--- src/include/mio_defs.svh ---
`ifndef MIO_DEFS_SVH
`define MIO_DEFS_SVH

// Mesh address and packet widths
`define MIO_AW 32
`define MIO_PW (2*`MIO_AW+40)

// Link width and bytes per packet
`define MIO_NMIO 8
`define MIO_BEATS (`MIO_PW/`MIO_NMIO)

//########################################
// Register offsets in dstaddr[7:0]
//########################################
`define MIO_REG_CFG     8'h00
`define MIO_REG_STATUS  8'h04
`define MIO_REG_SCRATCH 8'h08

// CFG after reset
// Bit 0 is transmit enable
`define MIO_DEF_CFG 32'h0000_0001

`endif

--- src/hdl/emesh_pkg.sv ---
`include "mio_defs.svh"

package emesh_pkg;

   //########################################
   // Field vectors
   //########################################

   typedef logic [`MIO_AW-1:0] addr_t;   // Mesh address
   typedef logic [31:0]        data_t;   // Data word
   typedef logic [3:0]         ctrl_t;   // Control mode
   typedef logic [1:0]         mode_t;   // Data mode (size)

   //########################################
   // Mesh packet
   //########################################

   // MSB first, 104 bits in all
   // dstaddr lands on packet bits 39:8
   typedef struct packed {
      addr_t srcaddr;    // Return address for reads
      data_t data;       // Write data or read result
      addr_t dstaddr;    // Target, bits 31:20 pick the path
      ctrl_t ctrlmode;
      mode_t datamode;
      logic  write;      // 1 write, 0 read
      logic  spare;      // Pads the low byte to 8
   } packet_t;

endpackage

--- src/hdl/mio_pkg.sv ---
`include "mio_defs.svh"

package mio_pkg;

   //########################################
   // Link side
   //########################################

   typedef logic [`MIO_NMIO-1:0] link_byte_t;   // One link beat
   typedef logic [3:0]           beat_t;        // Beat index, 0..12

   // Serializer FSM
   typedef enum logic {
      TX_IDLE,   // Waiting for a packet
      TX_SEND    // Shifting bytes onto the link
   } tx_state_t;

   // Deserializer FSM
   typedef enum logic {
      RX_COLLECT,   // Taking bytes
      RX_HOLD       // Full packet on the output
   } rx_state_t;

endpackage

--- src/hdl/mio_tx.sv ---
`timescale 1ns/1ps
`include "mio_defs.svh"

module mio_tx (
   input  logic                clk,
   input  logic                rst,
   input  logic                enable,       // CFG bit 0
   input  logic                access_in,
   input  emesh_pkg::packet_t  packet_in,
   output logic                wait_out,
   output logic                link_access,
   output mio_pkg::link_byte_t link_data,
   input  logic                link_wait,    // Stall from the receiver
   output logic                sent          // Final beat went out
);

   mio_pkg::tx_state_t state_q;
   mio_pkg::beat_t     beat_q;       // Beats sent so far
   logic [`MIO_PW-1:0] shift_q;      // Remaining bytes, LSB first

   logic accept;
   logic advance;
   logic last_beat;

   //########################################
   // Handshake
   //########################################

   // Busy or switched off
   assign wait_out = (state_q == mio_pkg::TX_SEND) | ~enable;
   assign accept   = access_in & ~wait_out;

   assign link_access = (state_q == mio_pkg::TX_SEND);
   assign link_data   = shift_q[`MIO_NMIO-1:0];   // Low byte on the wire

   // Beat counts only when the receiver takes it
   assign advance   = link_access & ~link_wait;
   assign last_beat = (beat_q == mio_pkg::beat_t'(`MIO_BEATS - 1));
   assign sent      = advance & last_beat;

   //########################################
   // FSM and beat count
   //########################################

   always_ff @(posedge clk) begin
      if (rst) begin
         state_q <= mio_pkg::TX_IDLE;
         beat_q  <= '0;
      end else begin
         case (state_q)
            mio_pkg::TX_IDLE: begin
               if (accept) begin
                  state_q <= mio_pkg::TX_SEND;   // First beat next cycle
                  beat_q  <= '0;
               end
            end
            mio_pkg::TX_SEND: begin
               if (advance) begin
                  beat_q <= beat_q + 4'd1;
                  if (last_beat) begin
                     state_q <= mio_pkg::TX_IDLE;   // Ready for the next packet
                  end
               end
            end
            default: state_q <= mio_pkg::TX_IDLE;
         endcase
      end
   end

   // Packet shift register
   always_ff @(posedge clk) begin
      if (accept) begin
         shift_q <= packet_in;                   // Load whole packet
      end else if (advance) begin
         shift_q <= shift_q >> `MIO_NMIO;        // Next byte down
      end
   end

endmodule

--- src/hdl/mio_rx.sv ---
`timescale 1ns/1ps
`include "mio_defs.svh"

module mio_rx (
   input  logic                clk,
   input  logic                rst,
   input  logic                link_access,
   input  mio_pkg::link_byte_t link_data,
   output logic                link_wait,
   output logic                access_out,
   output emesh_pkg::packet_t  packet_out,
   input  logic                wait_in
);

   mio_pkg::rx_state_t state_q;
   mio_pkg::beat_t     beat_q;   // Bytes collected
   emesh_pkg::packet_t pkt_q;    // Packet being rebuilt

   logic capture;
   logic last_beat;

   // Link is stalled for the whole hold
   assign link_wait  = (state_q == mio_pkg::RX_HOLD);
   assign capture    = link_access & ~link_wait;
   assign last_beat  = (beat_q == mio_pkg::beat_t'(`MIO_BEATS - 1));

   assign access_out = (state_q == mio_pkg::RX_HOLD);
   assign packet_out = pkt_q;

   //########################################
   // FSM
   //########################################

   always_ff @(posedge clk) begin
      if (rst) begin
         state_q <= mio_pkg::RX_COLLECT;
         beat_q  <= '0;
      end else begin
         case (state_q)
            mio_pkg::RX_COLLECT: begin
               if (capture) begin
                  beat_q <= beat_q + 4'd1;
                  if (last_beat) begin
                     state_q <= mio_pkg::RX_HOLD;   // Present next cycle
                     beat_q  <= '0;
                  end
               end
            end
            mio_pkg::RX_HOLD: begin
               if (!wait_in) begin
                  state_q <= mio_pkg::RX_COLLECT;   // Taken by the mux
               end
            end
            default: state_q <= mio_pkg::RX_COLLECT;
         endcase
      end
   end

   // First byte ends up in the low bits after 13 shifts
   always_ff @(posedge clk) begin
      if (capture) begin
         pkt_q <= {link_data, pkt_q[`MIO_PW-1:`MIO_NMIO]};
      end
   end

endmodule

--- src/hdl/mio_regs.sv ---
`timescale 1ns/1ps
`include "mio_defs.svh"

module mio_regs (
   input  logic               clk,
   input  logic               rst,
   input  logic               access_in,
   input  emesh_pkg::packet_t packet_in,
   output logic               wait_out,
   output logic               access_out,    // Read response valid
   output emesh_pkg::packet_t packet_out,
   input  logic               wait_in,
   output logic               enable,        // Transmit enable
   input  logic               sent           // Pulse per packet sent
);

   emesh_pkg::data_t   cfg_q;
   emesh_pkg::data_t   status_q;    // Sent packet count
   emesh_pkg::data_t   scratch_q;
   emesh_pkg::data_t   rd_data;
   emesh_pkg::packet_t resp_q;
   logic               resp_valid_q;

   logic       accept;
   logic       wr_en;
   logic       rd_en;
   logic [7:0] offset;

   // Stall only while an old response is stuck
   assign wait_out = resp_valid_q & wait_in;
   assign accept   = access_in & ~wait_out;
   assign wr_en    = accept & packet_in.write;
   assign rd_en    = accept & ~packet_in.write;
   assign offset   = packet_in.dstaddr[7:0];

   assign enable     = cfg_q[0];
   assign access_out = resp_valid_q;
   assign packet_out = resp_q;

   //########################################
   // Register file
   //########################################

   always_comb begin
      case (offset)
         `MIO_REG_CFG:     rd_data = cfg_q;
         `MIO_REG_STATUS:  rd_data = status_q;
         `MIO_REG_SCRATCH: rd_data = scratch_q;
         default:          rd_data = '0;   // Unmapped offset
      endcase
   end

   always_ff @(posedge clk) begin
      if (rst) begin
         cfg_q     <= `MIO_DEF_CFG;
         scratch_q <= '0;
      end else if (wr_en) begin
         case (offset)
            `MIO_REG_CFG:     cfg_q     <= packet_in.data;
            `MIO_REG_SCRATCH: scratch_q <= packet_in.data;
            default: ;                              // STATUS is read-only
         endcase
      end
   end

   // Counts packets fully out on the link
   always_ff @(posedge clk) begin
      if (rst) status_q <= '0;
      else if (sent) status_q <= status_q + 32'd1;
   end

   //########################################
   // Read response
   //########################################

   always_ff @(posedge clk) begin
      if (rst) resp_valid_q <= 1'b0;
      else if (rd_en) resp_valid_q <= 1'b1;       // New response wins
      else if (!wait_in) resp_valid_q <= 1'b0;    // Taken
   end

   always_ff @(posedge clk) begin
      if (rd_en) begin
         resp_q         <= packet_in;              // Keep modes and srcaddr
         resp_q.write   <= 1'b1;
         resp_q.dstaddr <= packet_in.srcaddr;      // Back to requester
         resp_q.data    <= rd_data;
      end
   end

endmodule

--- src/hdl/emesh_mux.sv ---
`timescale 1ns/1ps

module emesh_mux (
   input  logic               clk,
   input  logic               rst,
   input  logic [1:0]         access_in,     // Bit 0 has priority
   input  emesh_pkg::packet_t packet_in [2],
   output logic [1:0]         wait_out,
   output logic               access_out,
   output emesh_pkg::packet_t packet_out,
   input  logic               wait_in
);

   logic hold_q;   // Input 1 owns a stalled output
   logic sel;      // 1 picks input 1

   //########################################
   // Select
   //########################################

   // Input 1 only when 0 is idle, or when it is locked in
   assign sel = hold_q | ~access_in[0];

   assign access_out = access_in[sel];
   assign packet_out = packet_in[sel];

   // Per-input stall
   assign wait_out[0] = wait_in | hold_q;                   // Blocked by the lock
   assign wait_out[1] = wait_in | (access_in[0] & ~hold_q); // Blocked by input 0

   // Lock input 1 while its packet sits stalled on the output
   always_ff @(posedge clk) begin
      if (rst) begin
         hold_q <= 1'b0;
      end else begin
         hold_q <= sel & access_in[1] & wait_in;
      end
   end

endmodule

--- src/hdl/mio_loop_top.sv ---
`timescale 1ns/1ps
`include "mio_defs.svh"

module mio_loop_top (
   input  logic               clk,
   input  logic               rst,
   input  logic               access_in,
   input  emesh_pkg::packet_t packet_in,
   output logic               wait_out,
   output logic               access_out,
   output emesh_pkg::packet_t packet_out,
   input  logic               wait_in
);

   // Decode
   logic link_path;
   logic mio_access;
   logic mio_wait;
   logic reg_access;
   logic reg_wait;

   // Loopback link
   logic                link_access;
   mio_pkg::link_byte_t link_data;
   logic                link_wait;

   // Register side
   logic tx_enable;
   logic tx_sent;

   // Mux inputs, 0 regs and 1 link
   logic [1:0]         mux_access;
   logic [1:0]         mux_wait;
   emesh_pkg::packet_t mux_packet [2];

   //########################################
   // Address decode
   //########################################

   assign link_path  = |packet_in.dstaddr[`MIO_AW-1:20];   // Nonzero goes to link
   assign mio_access = access_in & link_path;
   assign reg_access = access_in & ~link_path;
   assign wait_out   = link_path ? mio_wait : reg_wait;

   //########################################
   // Link path
   //########################################

   mio_tx tx (
      .clk         (clk),
      .rst         (rst),
      .enable      (tx_enable),
      .access_in   (mio_access),
      .packet_in   (packet_in),
      .wait_out    (mio_wait),
      .link_access (link_access),
      .link_data   (link_data),
      .link_wait   (link_wait),
      .sent        (tx_sent)
   );

   // Straight loopback of the tx side
   mio_rx rx (
      .clk         (clk),
      .rst         (rst),
      .link_access (link_access),
      .link_data   (link_data),
      .link_wait   (link_wait),
      .access_out  (mux_access[1]),
      .packet_out  (mux_packet[1]),
      .wait_in     (mux_wait[1])
   );

   //########################################
   // Register path and merge
   //########################################

   mio_regs regs (
      .clk        (clk),
      .rst        (rst),
      .access_in  (reg_access),
      .packet_in  (packet_in),
      .wait_out   (reg_wait),
      .access_out (mux_access[0]),
      .packet_out (mux_packet[0]),
      .wait_in    (mux_wait[0]),
      .enable     (tx_enable),
      .sent       (tx_sent)
   );

   emesh_mux mux (
      .clk        (clk),
      .rst        (rst),
      .access_in  (mux_access),
      .packet_in  (mux_packet),
      .wait_out   (mux_wait),
      .access_out (access_out),
      .packet_out (packet_out),
      .wait_in    (wait_in)
   );

endmodule

--- config.mk ---
export PLATFORM = sky130hd
export DESIGN_NAME = mio_loop_top
export DESIGN_NICKNAME = d
export VERILOG_FILES = /design/src/hdl/emesh_pkg.sv /design/src/hdl/mio_pkg.sv /design/src/hdl/mio_tx.sv /design/src/hdl/mio_rx.sv /design/src/hdl/mio_regs.sv /design/src/hdl/emesh_mux.sv /design/src/hdl/mio_loop_top.sv
export VERILOG_INCLUDE_DIRS = /design/src /design/src/include
export SDC_FILE = /design/constraint.sdc
export NUM_CORES = 1
export LEC_CHECK = 0
export BUFFER_PORTS_ARGS = -buffer_cell sky130_fd_sc_hd__buf_2
export CAP_MARGIN = 5
export CORE_MARGIN = 4
export CORE_UTILIZATION = 45
export CTS_CLUSTER_DIAMETER = 50
export DETAILED_ROUTE_END_ITERATION = 10
export SYNTH_ARGS = -nofsm -noshare
export SYNTH_HDL_FRONTEND = slang
export SYNTH_SLANG_ARGS = --single-unit
export TNS_END_PERCENT = 5
--- constraint.sdc ---
create_clock -name clk -period 14.35 [get_ports clk]
set_input_delay 0.7175 -clock clk [delete_from_list [all_inputs] [get_ports clk]]
set_output_delay 0.7175 -clock clk [all_outputs]
set_load 0.05 [all_outputs]
## After elaboration in Yosys (flattened, before gate mapping)

Index checks and enable logic that the tools add are counted.

- $add $sub $neg: 3
- Multipliers: 0
- Div/mod/pow operators: 0
- Order comparisons: 2
- Eq/ne operators: 7
- Shifts and indexed selects: 0
- Mux-type cells: 23
- Bitwise logic cells: 26
- Reductions and logical operators: 7

Operator list:

| kind | number |
|---|---|
| $mux 104 | 5 |
| $pmux 32 s3 | 1 |
| $add 32x1->32 const B | 1 |
| $and 1x1->1 | 12 |
| $mux 4 | 3 |
| $reduce_or 12->1 | 1 |
| $mux 1 | 11 |
| $not 1->1 | 9 |
| $add 4x1->4 const B | 2 |
| $eq 4x4->1 const B | 2 |
| $eq 8x3->1 const B | 1 |
| $eq 8x4->1 const B | 1 |
| $logic_not 8->1 | 1 |
| $pmux 4 s2 | 1 |
| $reduce_and 2->1 | 4 |
| $ne 2x2->1 const B | 2 |
| $or 1x1->1 | 4 |
| $pmux 1 s2 | 2 |
| $ge 2x2->1 const B | 1 |
| $lt 1x2->1 const B | 1 |
| $ne 2x1->1 const B | 1 |
| $not 1->2 | 1 |
| $reduce_bool 2->1 | 1 |

- Register bits after elaboration: 387
- Bits in latches: 0
- Memory bits (writable): 0
- Memory bits (read-only): 0
- Bits of input ports: 108
- Output and inout port bits: 106
- Word-level logic and storage cells: 90
- Memories: 0

## Logic depth before layout (Yosys ltp)

Gate-level depths: netlist of run 1.

- Word-level depth: 6
- Depth in mapped cells: 8
- Depth with buffers taken out: 6

## By module

Synthesis of run 1 repeated with hierarchy kept, for this count alone.

- Cells, all modules: 1,255
- Area, all modules: 16,754.8 µm²

Modules (own cells, without submodules):

| module | times used | cells each | area each (µm²) | sequential area each (µm²) |
|---|---|---|---|---|
| mio_regs | 1 | 732 | 7,173.1 | 4,073.9 |
| mio_tx | 1 | 258 | 4,733.3 | 3,223.1 |
| mio_rx | 1 | 134 | 3,375.7 | 3,223.1 |
| emesh_mux | 1 | 123 | 1,417.6 | 20.0 |
| mio_loop_top | 1 | 8 | 55.1 | 0.0 |

## Worst setup path after synthesis of run 1

Ideal clock, no wire load.

- Path type: in2reg
- Start point: input port packet_in[36] (netlist bit)
- End point: register tx.shift_q[0] (enable)
- Setup time: 0.713 ns
- Data arrival time: 8.382 ns
- Required time: 13.637 ns
- Path slack: 5.255 ns
- Stages on the path: 4
- Path buffers: 1
- Cells stage by stage: nor4_4 > and3_1 > buf_2 > o21ai_0

- Word-level cells in the longest chain between the ends: 4

Ends and longest elaborated chain:

| element | line | text |
|---|---|---|
| start, declared | mio_loop_top.sv:8 | `input emesh_pkg::packet_t packet_in,` |
| $reduce_or 12->1 | mio_loop_top.sv:40 | `` assign link_path = \|packet_in.dstaddr[`MIO_AW-1:20]; `` |
| $and 1x1->1 | mio_loop_top.sv:41 | `assign mio_access = access_in & link_path;` |
| $and 1x1->1 | mio_tx.sv:31 | `assign accept = access_in & ~wait_out;` |
| $reduce_bool 2->1 (no line) | -- |  |
| end signal, assigned | mio_tx.sv:73 | `shift_q <= packet_in;` |
| end signal, assigned | mio_tx.sv:75 | `` shift_q <= shift_q >> `MIO_NMIO; `` |
| end, declared | mio_tx.sv:19 | `` logic [`MIO_PW-1:0] shift_q; `` |

Every way passes these cells.
A chain may end at the register's enable or synchronous reset.

## Worst setup path after layout of run 1

- Start point: input port packet_in[28] (netlist bit)
- End point: output port wait_out

- Word-level cells in the longest chain between the ends: 2

Ends and longest elaborated chain:

| element | line | text |
|---|---|---|
| $reduce_or 12->1 | mio_loop_top.sv:40 |  |
| $mux 1 | mio_loop_top.sv:43 | `assign wait_out = link_path ? mio_wait : reg_wait;` |
| end, declared | mio_loop_top.sv:9 | `output logic wait_out,` |

Every way passes these cells.

==> results of run 1 <==
## metal layers
metal / vias up / wire length (um)
met5: - / 42
met4: 6 / 1250
met3: 85 / 3550
met2: 470 / 20000
met1: 5714 / 21500
li1: 5466 / -
## kinds of logic after synthesis
kind of cell	Yosys count	share of synthesized area [%]
buffers and inverters	111	3.03
muxes	134	8.96
adders and majority gates	5	0.382
DFF	387	64.3
and+or+nand+nor	559	16.1
xor gates and xnor gates	12	0.641
AOI/OAI and AO/OA	209	6.62
## how the worst max path moves through the flow
stage                              from                  end  slack (ns)  depth (start not counted)
final                     packet_in[28]             wait_out       10.98                          7
after global routing      packet_in[28]             wait_out       10.86                          7
after CTS                 packet_in[28]             wait_out       10.99                          7
after detailed placement  packet_in[28]  regs.packet_out[78]       10.62                          7
after global placement    packet_in[28]  regs.packet_out[78]       10.64                          7
after floorplan           packet_in[36]        tx.shift_q[0]        5.25                          4
## per-stage QoR
| stage | worst slack (ns) | power (mW) | instances | utilization (%) |
|---|---|---|---|---|
| finish | 10.98 | 2.66 | 2090 | 53.8 |
| global route | 10.86 | 2.75 | 2089 | 53.7 |
| CTS | 10.99 | 2.67 | 2087 | 53.7 |
| detailed placement | 10.62 | 1.56 | 2004 | 49.7 |
| global placement | 10.64 | 1.56 | 2004 | 49.7 |
| floorplan | 5.25 | 1.48 | 1417 | - |
## cell usage after synthesis (4+ instances only)
master / instances / area (um2)
nand3_1: 15 / 75.1
mux2_1: 19 / 214
or4_1: 8 / 60.1
buf_1: 8 / 30.0
clkbuf_1: 57 / 214
xor2_1: 8 / 70.1
dfxtp_1: 108 / 2160
a21oi_1: 120 / 601
xnor2_1: 4 / 35.0
o31ai_1: 8 / 60.1
o21ai_0: 76 / 380
and4b_1: 4 / 40.0
buf_2: 24 / 120
mux2i_1: 32 / 320
nor2_1: 83 / 312
ha_1: 5 / 62.6
nor3_1: 8 / 40.0
nor4_1: 4 / 25.0
nand2b_1: 4 / 25.0
nand2_1: 298 / 1120
or3_1: 13 / 81.3
mux2_2: 83 / 935
nand4_1: 79 / 494
buf_4: 11 / 82.6
and2_1: 11 / 68.8
nor2b_1: 9 / 56.3
inv_1: 9 / 33.8
and3_1: 6 / 37.5
edfxtp_1: 279 / 8380
and4_1: 5 / 43.8
## cell type report
type / count / area [um2] / share of cell area (%)
Antenna cell: 3 / 7.51 / 0.0391
Clock buffer: 69 / 1290 / 6.70
Clock inverter: 14 / 169 / 0.879
Inverter: 9 / 36.3 / 0.189
Multi-Input combinational cell: 919 / 5410 / 28.2
Sequential cell: 387 / 10500 / 54.9
Tap cell: 461 / 577 / 3.00
Timing Repair Buffer: 228 / 1180 / 6.15
## flip-flops by register name, summed over array words and instances, names as in the netlist
signal and cells:
regs.packet_out 71, rx.access_out 1, regs.cfg_q 32, rx.beat_q 4
tx.shift_q 104, tx.beat_q 4, tx.link_access 1, regs.status_q 32
mux.hold_q 1, regs.scratch_q 32, regs.access_out 1, rx.packet_out 104
## worst max-delay path, cell delays in order
cell and delay, ns:
buf_2 0.12, nor4_4 0.40, and3_2 0.26, buf_4 0.61, nor3b_1 0.10, a21oi_1 0.15, buf_2 0.29
## power by group
group | total, mW | internal [mW] | leakage [nW] | switching (mW)
Sequential | 1.31 | 1.28 | 3.45 | 0.0273
Clock | 1.12 | 0.674 | 0.704 | 0.444
Combinational | 0.233 | 0.0694 | 2.97 | 0.164
Total | 2.66 | 2.02 | 7.13 | 0.635
==> run metrics, run 1 <==
status=finished, final reports clean; #FFs+latches synth=387; most frequent cells in the layout=nand2_1 (298), edfxtp_1 (279), buf_2 (212), a21oi_1 (120), dfxtp_1 (108); GPL Wtd Cong=0.859; CTS tree=yes; Seq/Total Area, Yosys=64.3%; fmax=0.296 GHz; worst reg2reg setup slack=11.23 ns; post-CTS resize count=0; H-tree depth=2; Worst Path Arrival=2.66 ns; max-slew violations=0; Clock Sinks=387; WHS=0.371 ns; met1 GRT Util=34.9%; Final #Nets=1,703; PD cells=138 mW/mm2; synth unique cells=45; vias in the first global route=11,002; Top Usage Layer GRT=met1; Slew @ Worst Pin=1.24 ns; later-pin clock latency in the skew report=0.54 ns; Initial Utilization=45.9%; layout cell share with drive strength beyond 1=24.1%; hold depth=1; DR WL/cell=22.1 um; most common cell after layout, fill and taps aside=nand2_1; # fillers=3,175; reg2reg end=tx.shift_q[28]; DP Wirelength=30,700 um; first-pass GRT wire length=67,800 um; ys flop type=edfxtp_1; minimum clock period=3.37 ns; die footprint=0.0396 mm2; Worst Setup End Kind=output port; asr flop ratio synth=0%; DP Area=0.0177 mm2; leakage power=7.13 nW; MaxCap Viol Count=0; Yosys Warn Count=0; final-report hold violation count=0; die height=199 um; mapped cell area=0.0164 mm2; Synth Net Count=1,530; die extent in x=199 um; Worst Path Max Fanout=67; largest net degree at the start of global routing=106; via count=11,741; Area Growth Syn to Fin=17.2%; RSZ-0062 raised after global routing=false; peak supply drop=0.0000700 V; Worst Hold Class=in -> reg; cts bufs inserted=45; # port buffers=213; EDFF count, synth=279; FF-to-FF path depth=5; RR Startpoint=tx.link_access; critical path class=in -> out; met3 Use GR=4.39%; Setup Fix Bufs, Post-CTS=0; Hold Buf Count CTS=0; initial antenna violation count=5; Worst EP required=13.63 ns; Worst-path clk slew=0.06 ns; final WL=46,300 um; site row count=69; final instance area=0.0192 mm2; Syn Area/Cell=11.6 um2; met2 Use GR=32.1%; Worst Hold Endpoint=regs.packet_out[2]; startpoint types=primary input; total grt overflow=0; Tot GR Track Use=22.5%; I/O pin total=214; first-pass iteration count of the detailed router=5; Via-to-Cell Ratio=5.62; ANT nets after route=0; final setup fails=0; setup TNS=0 ns; Synth Instances=1,417; # DRC=0; hold path startpoint=packet_in[2]; Clock Skew=0.0159 ns; Final Cycle Share=23.5%; Clock Tree Root=clkbuf_16; core area=0.0357 mm2; DR iter-0 viols=1,038; worst-case clock buffer depth=3; max-slew headroom at the worst pin=17.6%
Power figures use the tool's default switching activity.
==> inputs of run 2 (changes only) <==
--- a/config.mk
+++ b/config.mk
@@ -12,6 +12,7 @@
 export CORE_UTILIZATION = 45
 export CTS_CLUSTER_DIAMETER = 50
 export DETAILED_ROUTE_END_ITERATION = 10
+export PLACE_DENSITY = 0.67
 export SYNTH_ARGS = -nofsm -noshare
 export SYNTH_HDL_FRONTEND = slang
 export SYNTH_SLANG_ARGS = --single-unit
==> constraint.sdc (replaced) <==
create_clock -name clk -period 3.1 [get_ports clk]
set_input_delay 0.155 -clock clk [delete_from_list [all_inputs] [get_ports clk]]
set_output_delay 0.155 -clock clk [all_outputs]
set_load 0.05 [all_outputs]
==> run metrics, run 2 (same netlist as run 1, synthesis figures left out) <==
Via-to-Cell Ratio=5.56 (was 5.62); worst-case clock buffer depth=3 (unchanged); Worst Path Max Fanout=65 (was 67); Seq pwr share=47.4% (was 49.2%); DR iter-0 viols=979 (was 1,038); minimum clock period=2.83 ns; ANT nets after route=0 (unchanged); met3 Use GR=3.32% (was 4.39%); final WL=46,700 um (was 46,300 um); Setup crit start=packet_in[28] (unchanged); Clock Tree Root=clkbuf_16 (unchanged); post-CTS resize count=0 (unchanged); max-slew headroom at the worst pin=9.98% (was 17.6%); first-pass GRT wire length=69,000 um (was 67,800 um); Setup Fix Bufs, Post-CTS=0 (unchanged); Sw Ratio=24.2% (was 23.9%); met2 Use GR=35.5% (was 32.1%); Hold Buf Count CTS=103 (was 0); Reg area=0.0105 mm2 (unchanged); most common cell after layout, fill and taps aside=nand2_1 (unchanged); final-report hold violation count=0 (unchanged); met1 GRT Util=34.0% (was 34.9%); most frequent cells in the layout=nand2_1 (298), edfxtp_1 (279), buf_2 (213), a21oi_1 (120), dfxtp_1 (108) (was nand2_1 (298), edfxtp_1 (279), buf_2 (212), a21oi_1 (120), dfxtp_1 (108)); final instance area=0.0205 mm2 (was 0.0192 mm2); final setup fails=0 (unchanged); Pint=9.68 mW (was 2.02 mW); peak supply drop=0.000411 V (was 0.0000700 V); Clock Skew=0.0244 ns (was 0.0159 ns); Finished Layout Cells=2,203 (was 2,090); FF-to-FF path depth=3 (was 5); # DRC=0 (unchanged); Final Cycle Share=91.4%; GPL Wtd Cong=0.909 (was 0.859); Top Usage Layer GRT=met2 (was met1); die extent in x=199 um (unchanged); logic gate share of total power=9.5% (was 8.8%); largest net degree at the start of global routing=75 (was 106); Initial Utilization=45.9% (unchanged); cts bufs inserted=44 (was 45); Final #Nets=1,818 (was 1,703); fmax=0.353 GHz; Worst Hold Class=in -> reg (unchanged); Worst EP required=2.94 ns (was 13.63 ns); max-slew violations=0 (unchanged); # port buffers=213 (unchanged); vias in the first global route=11,377 (was 11,002); DP Cell Count=2,017 (was 2,004); Worst Path Arrival=2.68 ns (was 2.66 ns); total grt overflow=0 (unchanged); hold depth=3 (was 1); I/O pin total=214 (unchanged); layout cell share with drive strength beyond 1=23.6% (was 24.1%); leakage power=7.71 nW (was 7.13 nW); initial antenna violation count=0 (was 5); Clock Sinks=387 (unchanged); MaxCap Viol Count=0 (unchanged); core area=0.0357 mm2 (unchanged); multi-input logic area=0.00541 mm2 (about the same); Worst Setup End Kind=output port (unchanged); DP Area=0.0180 mm2 (was 0.0177 mm2); Slew @ Worst Pin=1.35 ns (was 1.24 ns); H-tree depth=2 (unchanged); later-pin clock latency in the skew report=0.56 ns (was 0.54 ns); critical path class=in -> out (unchanged); Tot GR Track Use=22.8% (was 22.5%); DP Wirelength=31,400 um (was 30,700 um); PD cells=622 mW/mm2 (was 138 mW/mm2); hold path startpoint=access_in (was packet_in[2]); DR WL/cell=21.2 um (was 22.1 um); first-pass iteration count of the detailed router=6 (was 5); CTS tree=yes (unchanged); die height=199 um (unchanged); via count=12,247 (was 11,741); switching power=3.09 mW (was 0.635 mW); status=finished, final reports clean (unchanged); startpoint types=primary input (unchanged); RR Startpoint=tx.link_access (unchanged); Worst-path clk slew=0.06 ns (about the same); # fillers=2,897 (was 3,175); clock share of power=43.0% (was 42.0%); Area Growth Syn to Fin=25.3% (was 17.2%); die footprint=0.0396 mm2 (unchanged); RSZ-0062 raised after global routing=false (unchanged); site row count=69 (unchanged)
## run 2: path summary, 6_finish.rpt
path	slack, ns	endpoint
max	0.27	wait_out
min	0.14	regs.access_out
max reg2reg	0.92	rx.packet_out[83]
min reg2reg	0.41	rx.packet_out[100]
## run 2: worst max-delay path: stages
cell,delay [ns]
dlygate4sd3_1,0.53
buf_2,0.14
nor4_4,0.41
and3_2,0.32
buf_4,0.58
nor3b_1,0.11
a21oi_1,0.14
buf_2,0.29
## run 2: layout make-up
type / count / area share [%]
Clock inverter: 29 / 1.85
Timing Repair Buffer: 344 / 11.8
Inverter: 9 / 0.177
Clock buffer: 53 / 5.72
Sequential cell: 387 / 51.3
Tap cell: 461 / 2.81
Multi-Input combinational cell: 919 / 26.3
Antenna cell: 1 / 0.0122
## run 2: through the flow
stage / TNS (ns) / utilization, % / power, mW / setup WS, ns / hold WS, ns
finish: 0 / 57.5 / 12.8 / 0.265 / 0.139
floorplan: -16.19 / - / 6.83 / -0.228 / 0.254
CTS: 0 / 57.5 / 12.9 / 0.272 / 0.0838
global route: 0 / 57.5 / 13.2 / 0.168 / 0.0877
global placement: 0 / 50.2 / 7.26 / 0.831 / 0.344
detailed placement: 0 / 50.2 / 7.27 / 0.800 / 0.345
## run 2: routing by layer
metal	wire, um	up-vias	part of all wire [%]
li1	-	5709	-
met1	20400	5893	44
met2	21400	579	46
met3	3820	66	8.2
met4	1110	0	2.4
met5	0	-	0
## run 2: power by group through the flow
stage / Combinational (mW) / Sequential, mW / Clock, mW
after CTS: 1.22 / 6.06 / 5.59
after global placement: 1.09 / 6.16 / 0
after detailed placement: 1.11 / 6.16 / 0
after floorplan: 0.743 / 6.09 / 0
final: 1.22 / 6.06 / 5.50
after global routing: 1.29 / 6.08 / 5.82
